[src/common/pacer_pkg.sv]
`default_nettype none

// pacer state codes and pulse list bank data
package pacer_pkg;

  // raw state code as it leaves the chip in reports and on the LEDs
  typedef logic [3:0] state_code_t;

  // pacer FSM, codes are visible to the host
  typedef enum state_code_t {
    PACER_ERROR      = 4'd0,  // sticky, only reset leaves it
    PACER_STOPPED    = 4'd1,
    PACER_INIT       = 4'd2,  // filling bank 0 with the identity list
    PACER_FRAME      = 4'd3,  // reading, checking and copying one frame
    PACER_INTERFRAME = 4'd4   // waiting for the next frame start
  } pacer_state_e;

  // one pulse list entry
  // in this design it holds the entry index zero extended
  typedef logic [15:0] entry_t;

endpackage

`default_nettype wire

[src/common/msg_pkg.sv]
`default_nettype none

// host message format shared by the input and output sides
package msg_pkg;

  // one word on the host bus
  typedef logic [31:0] xb_word_t;

  // three host words, first word received in bits 31:0
  typedef logic [95:0] whole_msg_t;

  // count fields of a control message
  typedef logic [23:0] frame_count_t;  // frames per run, 0 = until stopped
  typedef logic [23:0] clock_count_t;  // clocks from one frame start to the next

  // header bits
  localparam int MSG_TYPE_BIT = 0;  // 0 = control, 1 = data
  localparam int START_BIT = 6;     // control only, 1 = start, 0 = stop

  // control message fields
  localparam int N_FRAME_LSB = 8;
  localparam int N_FRAME_WIDTH = $bits(frame_count_t);

  localparam int CLOCK_PER_FRAME_LSB = 32;
  localparam int CLOCK_PER_FRAME_WIDTH = $bits(clock_count_t);

  // bits above the clock field hold stride and exposure, not decoded here

endpackage

`default_nettype wire
[src/hw/app_top.sv]
`timescale 1ns/100ps
`default_nettype none

module app_top #(
  parameter int XB_SIZE = 32,
  parameter int N_ZMW = 128,            // power of two
  parameter int BRAM_READ_LATENCY = 3,  // at least 1
  localparam int ADDR_W = $clog2(N_ZMW)
) (
  input  wire                     CLK,
  input  wire                     RESET,
  input  wire                     pc_msg_valid,
  input  wire msg_pkg::xb_word_t  pc_msg,
  output logic                    pc_msg_ack,
  output logic                    fpga_msg_valid,
  output msg_pkg::xb_word_t       fpga_msg,
  output logic                    app_running,
  output logic                    app_error,
  output pacer_pkg::state_code_t  gpio_led
);

  logic start_pulse;
  logic stop_pulse;
  msg_pkg::frame_count_t n_frame;
  msg_pkg::clock_count_t clocks_per_frame;

  // bank ports
  logic rd_en0, rd_en1, wr_en0, wr_en1;
  logic rd_valid0, rd_valid1;
  logic [ADDR_W-1:0] addr0, addr1;
  pacer_pkg::entry_t rd_data0, rd_data1;
  pacer_pkg::entry_t wr_data;  // only one bank is written at a time

  pacer_pkg::pacer_state_e state;
  msg_pkg::frame_count_t frame_count;

  msg_assembler #(.XB_SIZE(XB_SIZE)) u_msg_assembler (
    .CLK(CLK), .RESET(RESET),
    .pc_msg_valid(pc_msg_valid), .pc_msg(pc_msg), .pc_msg_ack(pc_msg_ack),
    .start_pulse(start_pulse), .stop_pulse(stop_pulse),
    .n_frame(n_frame), .clocks_per_frame(clocks_per_frame)
  );

  pacer_fsm #(.N_ZMW(N_ZMW)) u_pacer_fsm (
    .CLK(CLK), .RESET(RESET),
    .start_pulse(start_pulse), .stop_pulse(stop_pulse),
    .n_frame(n_frame), .clocks_per_frame(clocks_per_frame),
    .rd_data0(rd_data0), .rd_data1(rd_data1),
    .rd_valid0(rd_valid0), .rd_valid1(rd_valid1),
    .rd_en0(rd_en0), .rd_en1(rd_en1), .wr_en0(wr_en0), .wr_en1(wr_en1),
    .addr0(addr0), .addr1(addr1), .wr_data(wr_data),
    .state(state), .frame_count(frame_count)
  );

  // bank 0 holds the identity list after INIT
  zmw_bank #(.N_ZMW(N_ZMW), .BRAM_READ_LATENCY(BRAM_READ_LATENCY)) u_bank0 (
    .CLK(CLK), .RESET(RESET),
    .rd_en(rd_en0), .wr_en(wr_en0), .addr(addr0), .wr_data(wr_data),
    .rd_data(rd_data0), .rd_valid(rd_valid0)
  );

  zmw_bank #(.N_ZMW(N_ZMW), .BRAM_READ_LATENCY(BRAM_READ_LATENCY)) u_bank1 (
    .CLK(CLK), .RESET(RESET),
    .rd_en(rd_en1), .wr_en(wr_en1), .addr(addr1), .wr_data(wr_data),
    .rd_data(rd_data1), .rd_valid(rd_valid1)
  );

  status_reporter u_status_reporter (
    .CLK(CLK), .RESET(RESET),
    .state(state), .frame_count(frame_count),
    .fpga_msg_valid(fpga_msg_valid), .fpga_msg(fpga_msg),
    .app_running(app_running), .app_error(app_error), .gpio_led(gpio_led)
  );

endmodule

`default_nettype wire

[src/hw/status_reporter.sv]
`timescale 1ns/100ps
`default_nettype none

module status_reporter (
  input  wire                            CLK,
  input  wire                            RESET,
  input  wire pacer_pkg::pacer_state_e   state,
  input  wire msg_pkg::frame_count_t     frame_count,
  output logic                           fpga_msg_valid,
  output msg_pkg::xb_word_t              fpga_msg,
  output logic                           app_running,
  output logic                           app_error,
  output pacer_pkg::state_code_t         gpio_led
);

  pacer_pkg::pacer_state_e prev_state;
  logic changed;

  assign changed = state != prev_state;

  always_ff @(posedge CLK) begin
    if (RESET) begin
      prev_state <= pacer_pkg::PACER_STOPPED;  // pacer comes out of reset here too
      fpga_msg_valid <= 1'b0;
    end else begin
      prev_state <= state;
      fpga_msg_valid <= changed;  // one word per change, host never stalls
    end
  end

  // report word: frame count, old code, new code
  always_ff @(posedge CLK) begin
    if (changed) begin
      fpga_msg <= {frame_count, pacer_pkg::state_code_t'(prev_state),
                   pacer_pkg::state_code_t'(state)};
    end
  end

  assign app_running = (state == pacer_pkg::PACER_FRAME)
                    || (state == pacer_pkg::PACER_INTERFRAME);
  assign app_error = state == pacer_pkg::PACER_ERROR;
  assign gpio_led = pacer_pkg::state_code_t'(state);  // raw state code

endmodule

`default_nettype wire

[src/pacer/pacer_fsm.sv]
`timescale 1ns/100ps
`default_nettype none

module pacer_fsm #(
  parameter int N_ZMW = 128,
  localparam int ADDR_W = $clog2(N_ZMW)
) (
  input  wire                          CLK,
  input  wire                          RESET,
  input  wire                          start_pulse,
  input  wire                          stop_pulse,
  input  wire msg_pkg::frame_count_t   n_frame,
  input  wire msg_pkg::clock_count_t   clocks_per_frame,
  input  wire pacer_pkg::entry_t       rd_data0,
  input  wire pacer_pkg::entry_t       rd_data1,
  input  wire                          rd_valid0,
  input  wire                          rd_valid1,
  output logic                         rd_en0,
  output logic                         rd_en1,
  output logic                         wr_en0,
  output logic                         wr_en1,
  output logic [ADDR_W-1:0]            addr0,
  output logic [ADDR_W-1:0]            addr1,
  output pacer_pkg::entry_t            wr_data,
  output pacer_pkg::pacer_state_e      state,
  output msg_pkg::frame_count_t        frame_count
);

  logic src_bank;              // bank read this frame, the other is written
  logic [ADDR_W-1:0] init_cnt;
  logic [ADDR_W:0] issue_cnt;  // msb set once all reads are out
  logic [ADDR_W-1:0] check_cnt;
  msg_pkg::clock_count_t frame_clk;  // 1 in the first FRAME cycle

  pacer_pkg::entry_t src_data;
  logic in_frame;
  logic issuing;
  logic src_valid;
  logic copy_ok;
  logic check_bad;
  logic last_check;
  logic last_frame;

  assign in_frame = state == pacer_pkg::PACER_FRAME;
  assign issuing = in_frame && !issue_cnt[ADDR_W];

  // returning data, late data after a stop is dropped
  assign src_valid = in_frame && (src_bank ? rd_valid1 : rd_valid0);
  assign src_data = src_bank ? rd_data1 : rd_data0;

  assign copy_ok = src_valid && (src_data == pacer_pkg::entry_t'(check_cnt));
  assign check_bad = src_valid && !copy_ok;
  assign last_check = copy_ok && (check_cnt == ADDR_W'(N_ZMW - 1));
  assign last_frame = (n_frame != '0) && (frame_count + 1'b1 == n_frame);

  // bank controls
  always_comb begin
    rd_en0 = issuing && !src_bank;
    rd_en1 = issuing && src_bank;
    wr_en0 = (state == pacer_pkg::PACER_INIT) || (copy_ok && src_bank);
    wr_en1 = copy_ok && !src_bank;
    addr0 = src_bank ? check_cnt : issue_cnt[ADDR_W-1:0];
    addr1 = src_bank ? issue_cnt[ADDR_W-1:0] : check_cnt;
    wr_data = src_data;  // copy to the other bank at the checked index
    if (state == pacer_pkg::PACER_INIT) begin
      addr0 = init_cnt;
      wr_data = pacer_pkg::entry_t'(init_cnt);  // identity list
    end
  end

  always_ff @(posedge CLK) begin
    if (RESET) begin
      state <= pacer_pkg::PACER_STOPPED;
      frame_count <= '0;
      src_bank <= 1'b0;
      init_cnt <= '0;
      issue_cnt <= '0;
      check_cnt <= '0;
      frame_clk <= '0;
    end else begin
      frame_clk <= frame_clk + 1'b1;
      case (state)
        pacer_pkg::PACER_STOPPED: begin
          if (start_pulse) begin
            init_cnt <= '0;
            frame_count <= '0;
            src_bank <= 1'b0;  // first frame reads the list built in INIT
            state <= pacer_pkg::PACER_INIT;
          end
        end

        pacer_pkg::PACER_INIT: begin
          init_cnt <= init_cnt + 1'b1;
          if (stop_pulse) begin
            state <= pacer_pkg::PACER_STOPPED;
          end else if (init_cnt == ADDR_W'(N_ZMW - 1)) begin
            issue_cnt <= '0;
            check_cnt <= '0;
            frame_clk <= 24'd1;
            state <= pacer_pkg::PACER_FRAME;
          end
        end

        pacer_pkg::PACER_FRAME: begin
          if (issuing) begin
            issue_cnt <= issue_cnt + 1'b1;
          end
          if (copy_ok) begin
            check_cnt <= check_cnt + 1'b1;
          end
          if (check_bad) begin
            state <= pacer_pkg::PACER_ERROR;
          end else if (stop_pulse) begin
            state <= pacer_pkg::PACER_STOPPED;
          end else if (last_check) begin
            frame_count <= frame_count + 1'b1;
            src_bank <= !src_bank;  // banks swap roles
            state <= last_frame ? pacer_pkg::PACER_STOPPED : pacer_pkg::PACER_INTERFRAME;
          end
        end

        pacer_pkg::PACER_INTERFRAME: begin
          if (stop_pulse) begin
            state <= pacer_pkg::PACER_STOPPED;
          end else if (frame_clk >= clocks_per_frame) begin
            issue_cnt <= '0;
            check_cnt <= '0;
            frame_clk <= 24'd1;
            state <= pacer_pkg::PACER_FRAME;
          end
        end

        default: begin
          // error holds until reset
        end
      endcase
    end
  end

endmodule

`default_nettype wire

[src/pacer/zmw_bank.sv]
`timescale 1ns/100ps
`default_nettype none

module zmw_bank #(
  parameter int N_ZMW = 128,
  parameter int BRAM_READ_LATENCY = 3,
  localparam int ADDR_W = $clog2(N_ZMW)
) (
  input  wire                     CLK,
  input  wire                     RESET,
  input  wire                     rd_en,
  input  wire                     wr_en,
  input  wire [ADDR_W-1:0]        addr,
  input  wire pacer_pkg::entry_t  wr_data,
  output pacer_pkg::entry_t       rd_data,
  output logic                    rd_valid
);

  pacer_pkg::entry_t mem [N_ZMW];
  pacer_pkg::entry_t rd_pipe [BRAM_READ_LATENCY];  // stage 0 is the RAM output reg
  logic [BRAM_READ_LATENCY-1:0] vld_pipe;

  // single port, write and read share addr
  always_ff @(posedge CLK) begin
    if (wr_en) begin
      mem[addr] <= wr_data;
    end
    if (rd_en) begin
      rd_pipe[0] <= mem[addr];
    end
    for (int i = 1; i < BRAM_READ_LATENCY; i++) begin
      rd_pipe[i] <= rd_pipe[i-1];
    end
  end

  // valid runs alongside the data stages
  always_ff @(posedge CLK) begin
    if (RESET) begin
      vld_pipe <= '0;
    end else begin
      vld_pipe[0] <= rd_en;
      for (int i = 1; i < BRAM_READ_LATENCY; i++) begin
        vld_pipe[i] <= vld_pipe[i-1];
      end
    end
  end

  assign rd_data = rd_pipe[BRAM_READ_LATENCY-1];
  assign rd_valid = vld_pipe[BRAM_READ_LATENCY-1];

endmodule

`default_nettype wire

[src/hw/msg_assembler.sv]
`timescale 1ns/100ps
`default_nettype none

module msg_assembler #(
  parameter int XB_SIZE = 32
) (
  input  wire                        CLK,
  input  wire                        RESET,
  input  wire                        pc_msg_valid,
  input  wire msg_pkg::xb_word_t     pc_msg,
  output logic                       pc_msg_ack,
  output logic                       start_pulse,
  output logic                       stop_pulse,
  output msg_pkg::frame_count_t      n_frame,
  output msg_pkg::clock_count_t      clocks_per_frame
);

  typedef enum logic [1:0] {WAIT1, WAIT2, WAIT3} asm_state_e;

  asm_state_e asm_state;
  logic [2*XB_SIZE-1:0] cache;  // words 1 and 2
  msg_pkg::whole_msg_t whole_msg;
  logic msg_done;
  logic is_control;

  assign pc_msg_ack = pc_msg_valid;  // every word taken at once

  // third word goes straight in, no extra cycle
  assign whole_msg = {pc_msg, cache};
  assign msg_done = pc_msg_valid && (asm_state == WAIT3);
  assign is_control = msg_done && !whole_msg[msg_pkg::MSG_TYPE_BIT];

  always_ff @(posedge CLK) begin
    if (RESET) begin
      asm_state <= WAIT1;
      start_pulse <= 1'b0;
      stop_pulse <= 1'b0;
    end else begin
      start_pulse <= is_control && whole_msg[msg_pkg::START_BIT];
      stop_pulse <= is_control && !whole_msg[msg_pkg::START_BIT];
      if (pc_msg_valid) begin
        case (asm_state)
          WAIT1: asm_state <= WAIT2;
          WAIT2: asm_state <= WAIT3;
          default: asm_state <= WAIT1;
        endcase
      end
    end
  end

  always_ff @(posedge CLK) begin
    if (pc_msg_valid && asm_state == WAIT1) begin
      cache[0 +: XB_SIZE] <= pc_msg;
    end
    if (pc_msg_valid && asm_state == WAIT2) begin
      cache[XB_SIZE +: XB_SIZE] <= pc_msg;
    end
    // counts follow the last start message
    if (is_control && whole_msg[msg_pkg::START_BIT]) begin
      n_frame <= whole_msg[msg_pkg::N_FRAME_LSB +: msg_pkg::N_FRAME_WIDTH];
      clocks_per_frame <=
        whole_msg[msg_pkg::CLOCK_PER_FRAME_LSB +: msg_pkg::CLOCK_PER_FRAME_WIDTH];
    end
  end

endmodule

`default_nettype wire

[config.mk]
export PLATFORM = sky130hd
export DESIGN_NAME = app_top
export DESIGN_NICKNAME = d
export VERILOG_FILES = /design/src/common/pacer_pkg.sv /design/src/common/msg_pkg.sv /design/src/hw/app_top.sv /design/src/hw/status_reporter.sv /design/src/pacer/pacer_fsm.sv /design/src/pacer/zmw_bank.sv /design/src/hw/msg_assembler.sv
export SDC_FILE = /design/constraint.sdc
export NUM_CORES = 2
export LEC_CHECK = 0
export BUFFER_PORTS_ARGS = -buffer_cell sky130_fd_sc_hd__buf_2
export CORE_AREA = 2 2 572 574
export CTS_BUF_LIST = sky130_fd_sc_hd__clkbuf_4 sky130_fd_sc_hd__clkbuf_8
export DETAILED_ROUTE_END_ITERATION = 12
export DIE_AREA = 0 0 574 576
export PLACE_DENSITY_LB_ADDON = 0.2
export SYNTH_ARGS = -nofsm -noshare
export SYNTH_HDL_FRONTEND = slang
export SYNTH_MEMORY_MAX_BITS = 65536
export SYNTH_SLANG_ARGS = --single-unit
[constraint.sdc]
create_clock -name CLK -period 10.5 [get_ports CLK]
set_clock_uncertainty 0.1 [all_clocks]
set_input_delay 1.05 -clock CLK [delete_from_list [all_inputs] [get_ports CLK]]
set_output_delay 1.05 -clock CLK [all_outputs]
set_load 0.02 [all_outputs]
==> load_flow_metrics.sql <==
INSERT INTO impl_metrics (metric_group, metric, value, unit) VALUES
('critical_path', 'crit_path_cell_trace', 'buf_4, inv_1, a211o_1, a2111oi_2, nand4_1, nor2_1, nand2_1, buf_4, nor2_2', ''),
('power_and_ir_drop', 'leakagePower', '0.05570', 'uW'),
('placement', 'place_congestion', '0.9071', ''),
('clocking', 'numCtsBuffers', '691', ''),
('synth', 'synth.cell_area', '0.1615', 'sq mm'),
('placement', 'place.detailed.hpwl', '277200', 'um'),
('critical_path', 'timing.setup.critical_path_class', 'flop to flop', ''),
('hold_path', 'worst_hold_path.num_cells', '4', ''),
('die', 'die-area', '0.3306', 'sq mm'),
('critical_path', 'cp.buffers_inverters', '3', ''),
('clocking', 'h_tree_depth_reported_by_cts', '6', ''),
('synth', 'xor_xnor_portion_of_the_synthesized_cell_area', '0.004068', ''),
('global_routing', 'maximum_number_of_pins_on_one_net_before_global_route_repair', '200', ''),
('job', 'max_cap_viol_count', '1', ''),
('layout', 'final_design_area_no_fill', '0.1825', 'sq mm'),
('critical_path', 'crit_path_max_fanout', '40', ''),
('die', 'ioPinCount', '75', ''),
('synth', 'synth_area_in_compound_gates', '0.1306', ''),
('synth', 'syn_avg_cell_area', '17.84', 'sq um'),
('die', 'number_of_core_rows', '210', ''),
('layout', 'flow.area_growth_from_synthesis', '13.06', '%'),
('synth', 'synth.ff_latch_count', '4408', ''),
('sta', 'finalMaxSlewViolations', '2', ''),
('critical_path', 'critical_path.startpoint_type', 'flop', ''),
('die', 'floorplan_die_height', '576', 'um'),
('run_status', 'status', 'finished, violations left', ''),
('critical_path', 'cp_top_family', 'simple AND/OR/NAND/NOR gates', ''),
('run_status', 'violations', 'max-capacitance violations, max-slew violations', ''),
('clocking', 'clockRootBuffer', 'sky130_fd_sc_hd__clkbuf_8', ''),
('sta', 'setup_repair_after_global_routing_missed_its_margin', 'no', ''),
('detailed_routing', 'route.antenna.remaining_nets', '0', ''),
('clocking', 'clockBufferDepth', '4', ''),
('hold_path', 'worst_hold_path_type', 'input port to flop', ''),
('placement', 'placedInstanceArea', '0.1688', 'sq mm'),
('synth', 'share_of_synthesized_area_occupied_by_flip_flops_and_latches', '0.8104', ''),
('critical_path', 'critical_path.max_stage_delay', '1040', 'ps'),
('synth', 'async_reset_ff_frac', '0', ''),
('synth', 'yosys-mux-area-fraction', '0.003689', ''),
('synth', 'synth-main-ff-cell', 'sky130_fd_sc_hd__edfxtp_1', ''),
('detailed_routing', 'drtPass1Iterations', '7', ''),
('critical_path', 'worstSetupPathDepth', '9', ''),
('sta', 'tightestPinTransition', '1569', 'ps'),
('critical_path', 'end_kind', 'flop', ''),
('synth', 'adder_cell_share_of_the_synthesized_area', '0.002247', ''),
('synth', 'synth_enable_flop_cells', '4256', ''),
('layout', 'post_route_cells_drive_above_1_share', '0.1679', ''),
('detailed_routing', 'detail_route.vias_per_cell', '6.562', ''),
('global_routing', 'antenna_found_initial', '27', ''),
('critical_path', 'cp_common_cell', 'sky130_fd_sc_hd__buf_4', ''),
('critical_path', 'ff2ff_path_depth', '9', ''),
('critical_path', 'cp.required', '11190', 'ps'),
('clocking', 'cts_tree', 'built', ''),
('synth', 'synth_area_leaders', 'sky130_fd_sc_hd__edfxtp_1 (79%), sky130_fd_sc_hd__a22oi_1 (8.5%), sky130_fd_sc_hd__dfxtp_1 (1.9%)', ''),
('power_and_ir_drop', 'powerDensity', '192.3', 'mW/mm^2'),
('synth', 'yosys.cell_types.count', '86', ''),
('global_routing', 'grt_usage', '0.2902', ''),
('global_routing', 'first_global_vias', '91820', ''),
('global_routing', 'grt_overflow', '0', ''),
('synth', 'synth_top_area_cell', 'sky130_fd_sc_hd__edfxtp_1', ''),
('placement', 'port-buffer-count', '71', ''),
('sta', 'timing.slew.headroom', '-0.05567', ''),
('sta', 'fmax', '158.6', 'MHz'),
('power_and_ir_drop', 'worst_ir_drop_vdd', '0.1337', 'mV'),
('detailed_routing', 'remaining_drc_errors', '0', ''),
('die', 'coreArea', '0.3253', 'sq mm'),
('die', 'initial_core_util', '0.4964', ''),
('clocking', 'clock_insertion_delay_worst_skew', '1230', 'ps'),
('sta', 'finalCritPeriodShare', '0.6003', ''),
('sta', 'timing_hold_violations_final', '0', ''),
('sta', 'final.setup.tns', '0', 'ps'),
('detailed_routing', 'drt-wirelength-per-cell', '33.79', 'um');
-- tightest hold or removal path: cells and delay by family --
kind / cells / cell delay [ps]
AND/OR/NAND/NOR: 1 / 50
AO/OA/AOI/OAI: 1 / 140
buffers and inverters: 2 / 190
-- per-stage QoR --
step | total power (uW) | cells | worst slack (ps) | hold WS (ps) | util
2_1_floorplan | 20790 | 9054 | 436.0 | 209.6 | -
3_3_place_gp | 21330 | 13330 | 4379 | 214.7 | 0.5188
3_5_place_dp | 21360 | 13330 | 4413 | 213.9 | 0.5191
4_1_cts | 35220 | 14610 | 4400 | 65.71 | 0.5611
5_1_grt | 36040 | 14610 | 3970 | 165.0 | 0.5611
6_report | 35100 | 14620 | 4197 | 171.1 | 0.5612
-- metal layers --
metal | global-route usage | wire [um]
met1 | 0.4145 | 193600
met3 | 0.08094 | 62500
met2 | 0.4298 | 219900
met5 | 0 | 118
met4 | 0.1018 | 17750
-- sequential cells by signal, indices dropped and copies added (netlist names), 3 cells and up --
register                          cells
u_pacer_fsm.issue_cnt                 8
u_pacer_fsm.check_cnt                 7
u_pacer_fsm.state                     3
u_bank1.vld_pipe                      3
u_pacer_fsm.init_cnt                  7
u_bank0.vld_pipe                      3
u_msg_assembler.clocks_per_frame     24
u_bank0.mem                        2048
u_status_reporter.fpga_msg           30
u_bank0.rd_pipe                      48
u_msg_assembler.cache                50
u_bank1.rd_pipe                      48
u_bank1.mem                        2048
u_msg_assembler.n_frame              24
u_status_reporter.prev_state          3
u_pacer_fsm.frame_clk                24
u_pacer_fsm.frame_count              24
-- path summary, 6_finish.rpt --
check	start	end	slack [ps]
hold / removal	pc_msg_valid	u_msg_assembler.asm_state[0]	170
setup reg to reg	u_pacer_fsm.src_bank	u_bank1.mem[36][4]	4200
hold reg to reg	u_bank1.rd_pipe[0][22]	u_bank1.rd_pipe[0][38]	200
setup / recovery	u_pacer_fsm.src_bank	u_bank1.mem[36][4]	4200
-- cells by family after synthesis --
family / Yosys count
buffers and inverters: 628
other: 1
AO/OA/AOI/OAI: 2798
multiplexers: 55
adder cells (fa/ha/maj): 29
AND/OR/NAND/NOR: 1058
XOR/XNOR: 75
flip-flops: 4408
-- cell usage after synthesis, drive strengths merged, types with 25 or more instances --
library cell / instances
nand2: 284
a31oi: 61
nor4: 76
nand3: 42
o21ai: 82
nor2: 401
o22ai: 25
nor3: 48
ha: 29
a22o: 74
a22oi: 1823
a21oi: 173
nand4: 65
dfxtp: 152
mux2i: 42
clkbuf: 166
xnor2: 51
buf: 422
a221oi: 45
a222oi: 31
a41oi: 317
edfxtp: 4256
inv: 40
-- power by group --
part	leakage, uW	total, uW	switching, uW	internal, uW
sequential	0.0395	19600	43.1	19600
combinational	0.00910	1410	1140	269
clock	0.00707	14100	6720	7350
total	0.0557	35100	7900	27200
-- cells in the final DEF (no fill, tap or decap), drive strengths merged, types with 76 or more instances in the layout --
| master | n |
|---|---|
| a41oi | 317 |
| edfxtp | 4256 |
| a22oi | 1823 |
| a21oi | 173 |
| clkbuf | 974 |
| nor4 | 76 |
| clkinv | 216 |
| buf | 522 |
| nand2 | 284 |
| dfxtp | 152 |
| o21ai | 82 |
| nor2 | 401 |
-- final cells by class --
cell class                      instances  area, sq um
Sequential cell                      4408       130800
Tap cell                             4346         5438
Clock buffer                          974        11750
Multi-Input combinational cell       4018        28200
Inverter                               40        150.1
Timing Repair Buffer                  554         4539
Antenna cell                           10        25.02
Fill cell                           24970       142700
Clock inverter                        265         1592
-- repair_timing --
action / 4_1_cts / 5_1_grt
gates resized for setup: 0 / 0
hold buffers: 32 / 0
endpoints found under the hold margin: 50 / 0
buffers inserted: 0 / 0
(Power assumes the default switching activity.)
